===== src/source/sw_settings.svh =====
`ifndef SW_SETTINGS_SVH
`define SW_SETTINGS_SVH

// job framing
`define Q_LEN          8
`define R_LEN          16

// index and score widths
`define ROW_W          3
`define COL_W          4
`define SCORE_W        8

// input FIFO depth, also the sender's starting credit count
// must be a power of two
`define FIFO_DEPTH     4

// affine-gap scoring
`define MATCH_SCORE    2
`define MISMATCH_SCORE (-1)
`define GAP_OPEN       1
`define GAP_EXTEND     1

`endif

===== src/source/sw_pkg.sv =====
`default_nettype none

`include "sw_settings.svh"

package sw_pkg;

    // nucleotide codes, also used as the opcodes of the input stream
    typedef enum logic [1:0] {
        BASE_A = 2'd0,
        BASE_T = 2'd1,
        BASE_G = 2'd2,
        BASE_C = 2'd3
    } base_t;

    typedef logic signed [`SCORE_W-1:0] score_t;

    typedef enum logic [1:0] {
        LOAD_QUERY = 2'd0,
        STREAM_REF = 2'd1,
        DRAIN      = 2'd2
    } load_state_t;

    typedef struct packed {
        score_t             score;
        logic [`ROW_W-1:0]  row;
        logic [`COL_W-1:0]  col;
    } best_t;

endpackage

`default_nettype wire


===== src/source/sw_links_if.sv =====
`timescale 1ns/1ps
`default_nettype none

`include "sw_settings.svh"

// loader to PE array
interface array_feed_if;
    import sw_pkg::*;

    logic  q_load;
    base_t q_base;
    logic  ref_valid;
    base_t ref_base;
    logic  ref_last;

    modport source (output q_load, q_base, ref_valid, ref_base, ref_last);
    modport sink   (input  q_load, q_base, ref_valid, ref_base, ref_last);
endinterface

// PE array to best tracker, one lane per PE
interface score_row_if;
    import sw_pkg::*;

    score_t             h     [`Q_LEN];
    logic [`Q_LEN-1:0]  valid;
    logic [`COL_W-1:0]  col   [`Q_LEN];
    logic               done;

    modport source (output h, valid, col, done);
    modport sink   (input  h, valid, col, done);
endinterface

`default_nettype wire


===== src/source/sw_top.sv =====
`timescale 1ns/1ps
`default_nettype none

`include "sw_settings.svh"

module sw_top (
    input  logic                clk,
    input  logic                rst,
    input  logic                i_sym_valid,
    input  sw_pkg::base_t       i_sym,
    input  logic                i_res_credit,
    output logic                o_sym_credit,
    output logic                o_res_valid,
    output sw_pkg::score_t      o_res_score,
    output logic [`ROW_W-1:0]   o_res_row,
    output logic [`COL_W-1:0]   o_res_col
);
    import sw_pkg::*;

    array_feed_if feed_if ();
    score_row_if  score_if ();

    best_t best;
    logic  best_done;
    logic  retired;

    sym_loader u_loader (
        .clk          (clk),
        .rst          (rst),
        .i_sym_valid  (i_sym_valid),
        .i_sym        (i_sym),
        .i_retired    (retired),
        .o_sym_credit (o_sym_credit),
        .feed         (feed_if.source)
    );

    sw_array u_array (
        .clk    (clk),
        .rst    (rst),
        .feed   (feed_if.sink),
        .scores (score_if.source)
    );

    best_tracker u_tracker (
        .clk    (clk),
        .rst    (rst),
        .scores (score_if.sink),
        .o_best (best),
        .o_done (best_done)
    );

    result_port u_result (
        .clk          (clk),
        .rst          (rst),
        .i_done       (best_done),
        .i_best       (best),
        .i_res_credit (i_res_credit),
        .o_res_valid  (o_res_valid),
        .o_res_score  (o_res_score),
        .o_res_row    (o_res_row),
        .o_res_col    (o_res_col),
        .o_retired    (retired)
    );

endmodule

`default_nettype wire


===== src/source/result_port.sv =====
`timescale 1ns/1ps
`default_nettype none

`include "sw_settings.svh"

module result_port (
    input  logic                clk,
    input  logic                rst,
    input  logic                i_done,
    input  sw_pkg::best_t       i_best,
    input  logic                i_res_credit,
    output logic                o_res_valid,
    output sw_pkg::score_t      o_res_score,
    output logic [`ROW_W-1:0]   o_res_row,
    output logic [`COL_W-1:0]   o_res_col,
    output logic                o_retired
);
    import sw_pkg::*;

    // up to 15 outstanding grants
    localparam int CRED_W = 4;

    best_t              held_best;
    logic               held;
    logic [CRED_W-1:0]  credit_cnt;
    logic               send;

    assign send = held && (credit_cnt != '0);

    always_ff @(posedge clk) begin
        if (i_done) begin
            held_best <= i_best;
        end
    end

    always_ff @(posedge clk or posedge rst) begin
        if (rst) begin
            held       <= 1'b0;
            credit_cnt <= '0;
        end else begin
            if (i_done) begin
                held <= 1'b1;
            end else if (send) begin
                held <= 1'b0;
            end
            case ({i_res_credit, send})
                2'b10:   credit_cnt <= credit_cnt + 1'b1;
                2'b01:   credit_cnt <= credit_cnt - 1'b1;
                default: credit_cnt <= credit_cnt;
            endcase
        end
    end

    assign o_res_valid = send;
    assign o_res_score = held_best.score;
    assign o_res_row   = held_best.row;
    assign o_res_col   = held_best.col;
    // sending the result frees the loader for the next job
    assign o_retired   = send;

endmodule

`default_nettype wire


===== src/source/best_tracker.sv =====
`timescale 1ns/1ps
`default_nettype none

`include "sw_settings.svh"

module best_tracker (
    input  logic            clk,
    input  logic            rst,
    score_row_if.sink       scores,
    output sw_pkg::best_t   o_best,
    output logic            o_done
);
    import sw_pkg::*;

    best_t run_best;
    best_t step_best;
    best_t cand;

    // higher score wins
    // ties go to the smaller row+col, then the smaller row
    function automatic logic better(best_t a, best_t b);
        logic [`COL_W:0] sum_a;
        logic [`COL_W:0] sum_b;
        sum_a = a.row + a.col;
        sum_b = b.row + b.col;
        if (a.score != b.score) begin
            return a.score > b.score;
        end
        if (sum_a != sum_b) begin
            return sum_a < sum_b;
        end
        return a.row < b.row;
    endfunction

    // fold this step's valid lanes into the running best
    always_comb begin
        step_best = run_best;
        cand      = run_best;
        for (int i = 0; i < `Q_LEN; i++) begin
            cand.score = scores.h[i];
            cand.row   = i[`ROW_W-1:0];
            cand.col   = scores.col[i];
            if (scores.valid[i] && better(cand, step_best)) begin
                step_best = cand;
            end
        end
    end

    // empty best is score 0 at (0,0), zero cells never replace it
    always_ff @(posedge clk or posedge rst) begin
        if (rst) begin
            run_best <= '0;
            o_done   <= 1'b0;
        end else begin
            o_done <= scores.done;
            if (o_done) begin
                run_best <= '0;
            end else begin
                run_best <= step_best;
            end
        end
    end

    assign o_best = run_best;

endmodule

`default_nettype wire


===== src/source/sw_array.sv =====
`timescale 1ns/1ps
`default_nettype none

`include "sw_settings.svh"

module sw_array (
    input  logic            clk,
    input  logic            rst,
    array_feed_if.sink      feed,
    score_row_if.source     scores
);
    import sw_pkg::*;

    // index 0 is the array input, index i+1 is the output of PE i
    logic [`Q_LEN:0]    valid_chain;
    base_t              base_chain [`Q_LEN+1];
    score_t             h_chain    [`Q_LEN+1];
    score_t             f_chain    [`Q_LEN+1];
    score_t             diag_chain [`Q_LEN+1];
    // query enters at the last PE and shifts toward PE 0
    base_t              q_chain    [`Q_LEN+1];

    logic               q_phase;
    logic               clear;
    logic [`COL_W-1:0]  col_cnt;
    logic [`COL_W-1:0]  col_pipe [`Q_LEN];
    logic [`Q_LEN-1:0]  last_pipe;

    // top row sees zero boundaries
    assign valid_chain[0]   = feed.ref_valid;
    assign base_chain[0]    = feed.ref_base;
    assign h_chain[0]       = '0;
    assign f_chain[0]       = '0;
    assign diag_chain[0]    = '0;
    assign q_chain[`Q_LEN]  = feed.q_base;

    // first query strobe of a job
    assign clear = feed.q_load && !q_phase;

    for (genvar i = 0; i < `Q_LEN; i++) begin : g_pe
        sw_pe u_pe (
            .clk      (clk),
            .rst      (rst),
            .i_clear  (clear),
            .i_q_load (feed.q_load),
            .i_q_base (q_chain[i+1]),
            .i_valid  (valid_chain[i]),
            .i_base   (base_chain[i]),
            .i_h_diag (diag_chain[i]),
            .i_h_up   (h_chain[i]),
            .i_f_up   (f_chain[i]),
            .o_q_base (q_chain[i]),
            .o_valid  (valid_chain[i+1]),
            .o_base   (base_chain[i+1]),
            .o_h      (h_chain[i+1]),
            .o_f      (f_chain[i+1]),
            .o_h_diag (diag_chain[i+1])
        );
    end

    always_ff @(posedge clk or posedge rst) begin
        if (rst) begin
            q_phase   <= 1'b0;
            col_cnt   <= '0;
            last_pipe <= '0;
        end else begin
            if (feed.q_load) begin
                q_phase <= 1'b1;
            end else if (feed.ref_valid) begin
                q_phase <= 1'b0;
            end
            if (feed.ref_valid) begin
                col_cnt <= feed.ref_last ? '0 : col_cnt + 1'b1;
            end
            if (valid_chain[0]) begin
                last_pipe[0] <= feed.ref_last;
            end
            for (int i = 1; i < `Q_LEN; i++) begin
                if (valid_chain[i]) begin
                    last_pipe[i] <= last_pipe[i-1];
                end
            end
        end
    end

    // column tag moves with its base, one PE per step
    always_ff @(posedge clk) begin
        if (valid_chain[0]) begin
            col_pipe[0] <= col_cnt;
        end
        for (int i = 1; i < `Q_LEN; i++) begin
            if (valid_chain[i]) begin
                col_pipe[i] <= col_pipe[i-1];
            end
        end
    end

    always_comb begin
        for (int i = 0; i < `Q_LEN; i++) begin
            scores.h[i]   = h_chain[i+1];
            scores.col[i] = col_pipe[i];
        end
    end

    assign scores.valid = valid_chain[`Q_LEN:1];
    assign scores.done  = valid_chain[`Q_LEN] && last_pipe[`Q_LEN-1];

endmodule

`default_nettype wire


===== src/source/sw_pe.sv =====
`timescale 1ns/1ps
`default_nettype none

`include "sw_settings.svh"

module sw_pe (
    input  logic            clk,
    input  logic            rst,
    input  logic            i_clear,
    input  logic            i_q_load,
    input  sw_pkg::base_t   i_q_base,
    input  logic            i_valid,
    input  sw_pkg::base_t   i_base,
    input  sw_pkg::score_t  i_h_diag,
    input  sw_pkg::score_t  i_h_up,
    input  sw_pkg::score_t  i_f_up,
    output sw_pkg::base_t   o_q_base,
    output logic            o_valid,
    output sw_pkg::base_t   o_base,
    output sw_pkg::score_t  o_h,
    output sw_pkg::score_t  o_f,
    output sw_pkg::score_t  o_h_diag
);
    import sw_pkg::*;

    base_t  q_base;
    // H and E of this row at the previous column
    score_t prev_h;
    score_t prev_e;
    score_t e_new;
    score_t f_new;
    score_t diag_new;
    score_t h_new;

    function automatic score_t max_s(score_t a, score_t b);
        return (a > b) ? a : b;
    endfunction

    always_comb begin
        e_new    = max_s(prev_h - score_t'(`GAP_OPEN), prev_e - score_t'(`GAP_EXTEND));
        f_new    = max_s(i_h_up - score_t'(`GAP_OPEN), i_f_up - score_t'(`GAP_EXTEND));
        diag_new = i_h_diag + ((i_base == q_base) ? score_t'(`MATCH_SCORE)
                                                  : score_t'(`MISMATCH_SCORE));
        // local alignment, clamp at zero
        h_new    = max_s(max_s(score_t'(0), diag_new), max_s(e_new, f_new));
    end

    // query shifts through the chain during load
    always_ff @(posedge clk) begin
        if (i_q_load) begin
            q_base <= i_q_base;
        end
    end

    assign o_q_base = q_base;

    always_ff @(posedge clk or posedge rst) begin
        if (rst) begin
            prev_h  <= '0;
            prev_e  <= '0;
            o_valid <= 1'b0;
        end else begin
            o_valid <= i_valid;
            if (i_clear) begin
                prev_h <= '0;
                prev_e <= '0;
            end else if (i_valid) begin
                prev_h <= h_new;
                prev_e <= e_new;
            end
        end
    end

    // old prev_h becomes the diagonal for the next row
    always_ff @(posedge clk) begin
        if (i_valid) begin
            o_base   <= i_base;
            o_h      <= h_new;
            o_f      <= f_new;
            o_h_diag <= prev_h;
        end
    end

endmodule

`default_nettype wire


===== src/source/sym_loader.sv =====
`timescale 1ns/1ps
`default_nettype none

`include "sw_settings.svh"

module sym_loader (
    input  logic            clk,
    input  logic            rst,
    input  logic            i_sym_valid,
    input  sw_pkg::base_t   i_sym,
    input  logic            i_retired,
    output logic            o_sym_credit,
    array_feed_if.source    feed
);
    import sw_pkg::*;

    localparam int PTR_W = $clog2(`FIFO_DEPTH);

    base_t              fifo_mem [`FIFO_DEPTH];
    logic [PTR_W-1:0]   wr_ptr;
    logic [PTR_W-1:0]   rd_ptr;
    logic [PTR_W:0]     fifo_cnt;
    load_state_t        state;
    logic [`COL_W-1:0]  base_cnt;
    logic               pop;

    // no pops while a job is still draining
    assign pop = (fifo_cnt != '0) && (state != DRAIN);

    // sender never pushes without a credit, so no full check
    always_ff @(posedge clk) begin
        if (i_sym_valid) begin
            fifo_mem[wr_ptr] <= i_sym;
        end
    end

    always_ff @(posedge clk or posedge rst) begin
        if (rst) begin
            wr_ptr   <= '0;
            rd_ptr   <= '0;
            fifo_cnt <= '0;
        end else begin
            if (i_sym_valid) begin
                wr_ptr <= wr_ptr + 1'b1;
            end
            if (pop) begin
                rd_ptr <= rd_ptr + 1'b1;
            end
            case ({i_sym_valid, pop})
                2'b10:   fifo_cnt <= fifo_cnt + 1'b1;
                2'b01:   fifo_cnt <= fifo_cnt - 1'b1;
                default: fifo_cnt <= fifo_cnt;
            endcase
        end
    end

    // popped base goes out on the next cycle with its strobe
    always_ff @(posedge clk) begin
        if (pop) begin
            feed.q_base   <= fifo_mem[rd_ptr];
            feed.ref_base <= fifo_mem[rd_ptr];
        end
    end

    always_ff @(posedge clk or posedge rst) begin
        if (rst) begin
            state          <= LOAD_QUERY;
            base_cnt       <= '0;
            o_sym_credit   <= 1'b0;
            feed.q_load    <= 1'b0;
            feed.ref_valid <= 1'b0;
            feed.ref_last  <= 1'b0;
        end else begin
            o_sym_credit   <= pop;
            feed.q_load    <= pop && (state == LOAD_QUERY);
            feed.ref_valid <= pop && (state == STREAM_REF);
            feed.ref_last  <= pop && (state == STREAM_REF) && (base_cnt == `R_LEN - 1);
            case (state)
                LOAD_QUERY: begin
                    if (pop) begin
                        if (base_cnt == `Q_LEN - 1) begin
                            base_cnt <= '0;
                            state    <= STREAM_REF;
                        end else begin
                            base_cnt <= base_cnt + 1'b1;
                        end
                    end
                end
                STREAM_REF: begin
                    if (pop) begin
                        if (base_cnt == `R_LEN - 1) begin
                            base_cnt <= '0;
                            state    <= DRAIN;
                        end else begin
                            base_cnt <= base_cnt + 1'b1;
                        end
                    end
                end
                DRAIN: begin
                    // wait until the result has left the design
                    if (i_retired) begin
                        state <= LOAD_QUERY;
                    end
                end
                default: state <= LOAD_QUERY;
            endcase
        end
    end

endmodule

`default_nettype wire


===== config.mk =====
export PLATFORM = sky130hd
export DESIGN_NAME = sw_top
export DESIGN_NICKNAME = d
export VERILOG_FILES = /design/src/source/sw_pkg.sv /design/src/source/sw_links_if.sv /design/src/source/sw_top.sv /design/src/source/result_port.sv /design/src/source/best_tracker.sv /design/src/source/sw_array.sv /design/src/source/sw_pe.sv /design/src/source/sym_loader.sv
export VERILOG_INCLUDE_DIRS = /design/src /design/src/source
export SDC_FILE = /design/constraint.sdc
export NUM_CORES = 1
export LEC_CHECK = 0
export CAP_MARGIN = 5
export CORE_MARGIN = 1
export CORE_UTILIZATION = 40
export DETAILED_ROUTE_END_ITERATION = 8
export DONT_BUFFER_PORTS = 1
export PLACE_DENSITY_LB_ADDON = 0.1
export SLEW_MARGIN = 20
export SYNTH_ARGS = -nofsm -noshare
export SYNTH_HDL_FRONTEND = slang
export SYNTH_SLANG_ARGS = --single-unit

===== constraint.sdc =====
create_clock -name clk -period 58.1 [get_ports clk]
set_clock_uncertainty 0.2 [all_clocks]
set_input_delay 11.62 -clock clk [delete_from_list [all_inputs] [get_ports clk]]
set_output_delay 11.62 -clock clk [all_outputs]
set_load 0.01 [all_outputs]

==> results.json <==
{
  "required_ps": 58430,
  "post_cts_buffers": 0,
  "critPathMostFrequentCell": "ha_1",
  "crit_buf_inv": 5,
  "crit_arrival_ps": 24180,
  "vias": 25280,
  "die-area_sq_mm": 0.08621,
  "synthTopCellsByArea": "edfxtp_1, ha_1, dfrtp_1, mux2i_1, inv_1",
  "fin_crit_sh_pct": 41.04,
  "cp_max_fo": 34,
  "antenna_cells": 0,
  "drtPass1Iterations": 6,
  "cts.sinks": 442,
  "ff2ff_path_depth": 96,
  "timing.final.ws_setup_ps": 34260,
  "holdWs_ps": 266.4,
  "cts_resized": 0,
  "final_area_sq_mm": 0.03732,
  "overflow": 0,
  "ys_seq_elements": 442,
  "layout_commonest_cell": "ha_1",
  "cts-root-buf": "clkbuf_16",
  "die_h_um": 293.6,
  "slowest_delay_ps": 680,
  "cts_buffers": 53,
  "place_area_sq_mm": 0.03529,
  "setup-violations-final": 0,
  "rsz0062_at_grt": "no",
  "crit_type": "reg2reg",
  "r2r_setup_slack_ps": 34260,
  "startpoint_type": "register",
  "clockBufferDepth": 3,
  "cts_tree": "done",
  "post-place-ws_ps": 33610,
  "grt_max_degree": 82,
  "yosysSeqAreaShare_pct": 36.27,
  "setup_tns_ps": 0,
  "dp.final_hpwl_mm": 69.17,
  "die_w_um": 293.6,
  "slew_headroom_pct": 30.11,
  "slew_violations": 0,
  "grt_pass1_vias": 25540,
  "cts_max_level": 2,
  "holdPathStages": 1,
  "clkLatencyLatePin_ps": 640,
  "wl_met2_mm": 43.43,
  "grt_pass1_wl_mm": 141.7,
  "top_layer_used": "met4",
  "synth_cell_types": 78,
  "drc": 0,
  "met1Wirelength_mm": 41.87,
  "place_congestion": 0.8850,
  "crit_family": "compound AO/OA/AOI/OAI gates",
  "drt-initial-drc-count": 1176,
  "period_needed_ps": 23840,
  "track_usage_pct": 20.66,
  "reg2reg_from": "u_tracker.o_best[5]",
  "nets": 3939,
  "cts_hold_buf": 0,
  "ant_nets": 0,
  "vias_per_cell": 5.425,
  "synth_top_cell_by_area": "edfxtp_1",
  "row_count": 106,
  "endpoint_kind": "register",
  "avgRoutedWirePerCell_um": 19.20,
  "wl_mm": 89.45,
  "cap_violations": 0,
  "synth_edf_count": 255,
  "port_buffers": 0,
  "synthArstFlopShare_pct": 42.31,
  "status": "completed",
  "wl_met3_mm": 2.472,
  "io_pins": 23,
  "synthFlopType": "edfxtp_1",
  "cp_slowest_cell": "a21oi_1",
  "area_delta_synth_final_pct": 9.722,
  "antenna_found_initial": 0,
  "fmax_mhz": 41.94,
  "worstMarginPinSlew_ps": 1048,
  "whs_endpoint": "u_result.held",
  "synth_top_area_share_pct": 22.51,
  "netlist_instances": 3489,
  "initial_core_util_pct": 40.52,
  "synth.avg_cell_area_sq_um": 9.749,
  "worstHoldStart": "u_result.held",
  "timing.rr.end": "u_tracker.o_best[8]",
  "synth_area_sq_mm": 0.03402,
  "final-hold-violation-count": 0,
  "yosys_warnings": 0,
  "final_cell_mix": "ha_1, inv_1, nor2_1",
  "drive_gt1_share_pct": 6.695,
  "core_region_area_sq_mm": 0.08395,
  "clk_pin_slew_ps": 70,
  "hold_path_class": "reg2reg"
}
[worst register-to-register path, delay by kind of cell, from the launching register on]
| family | cells | cell delay [ps] |
|---|---|---|
| buffers and inverters | 5 | 990 |
| AO/OA/AOI/OAI | 47 | 12210 |
| AND/OR/NAND/NOR | 23 | 4450 |
| adder cells (fa/ha/maj) | 16 | 4540 |
| XOR/XNOR | 5 | 760 |
| flip-flops | 1 | 640 |
[worst max-delay path by stage]
stage / start / end / slack [ps] / cells after the start
5_1_grt: u_tracker.o_best[5] / u_tracker.o_best[8] / 32280 / 98
3_3_place_gp: u_tracker.o_best[5] / u_tracker.o_best[8] / 34650 / 97
6_report: u_tracker.o_best[5] / u_tracker.o_best[8] / 34260 / 96
4_1_cts: u_tracker.o_best[5] / u_tracker.o_best[8] / 33490 / 96
3_5_place_dp: u_tracker.o_best[5] / u_tracker.o_best[8] / 33610 / 96
2_1_floorplan: u_tracker.o_best[1] / u_tracker.o_best[0] / 37550 / 111
[flip-flops by register name (all words and copies together) (netlist names), 8 cells and up]
signal and flops:
u_loader.fifo_mem 8, u_array.last_pipe 8, u_array.g_pe.u_pe.prev_h 64, u_array.g_pe.u_pe.o_base 14, u_array.g_pe.u_pe.o_f 48, u_array.g_pe.u_pe.prev_e 64
u_tracker.o_best 15, u_array.g_pe.u_pe.o_q_base 16, u_result.o_res_score 8, u_array.g_pe.u_pe.o_valid 8, u_array.g_pe.u_pe.o_h 64, u_array.col_pipe 32
u_array.g_pe.u_pe.o_h_diag 56
[cells by family (layout without fill, tap and decap cells)]
group	after synthesis	in the layout	share of synthesized area, %
compound gates	654	654	12.95
xor+xnor	265	265	6.823
fa+ha+maj	454	454	16.80
buf+inv	489	518	5.426
flops	442	442	36.27
mux	261	261	7.975
other cells	1	8	0.01102
simple gates	923	923	13.74
[metal layers]
layer	global-route usage, %	up-vias
met1	27.16	12380
met5	0	-
met2	36.29	361
li1	-	12430
met4	5.119	0
met3	1.979	106
[final cells by class]
class | count | area (sq um)
clock inverter | 42 | 629.4
clock buffer | 58 | 1375
timing repair buffer | 16 | 120.1
tap | 1134 | 1419
sequential | 442 | 12340
fill | 7944 | 46630
inverter | 402 | 1516
multi-input combinational | 2565 | 19920
[through the flow]
stage	cells	util, %
2_1_floorplan	3496	-
3_3_place_gp	4559	42.04
3_5_place_dp	4559	42.04
4_1_cts	4659	44.42
5_1_grt	4659	44.46
6_report	4659	44.46
[synth_stat cells, types with 40 or more instances]
master	n
o21ai_0	110
nand4_1	43
ha_1	448
a21oi_1	134
nand2_1	117
nand2b_1	48
dfrtp_1	187
mux2i_1	199
a21o_1	40
inv_1	401
nor3_1	88
clkbuf_1	71
nor2_1	295
nor2b_1	77
xor2_1	108
xnor2_1	157
mux2_2	60
o21a_1	134
nand3_1	73
edfxtp_1	255
Power is not shown: default switching activity piles up to over one toggle a cycle in this logic, so the estimate is an artifact.
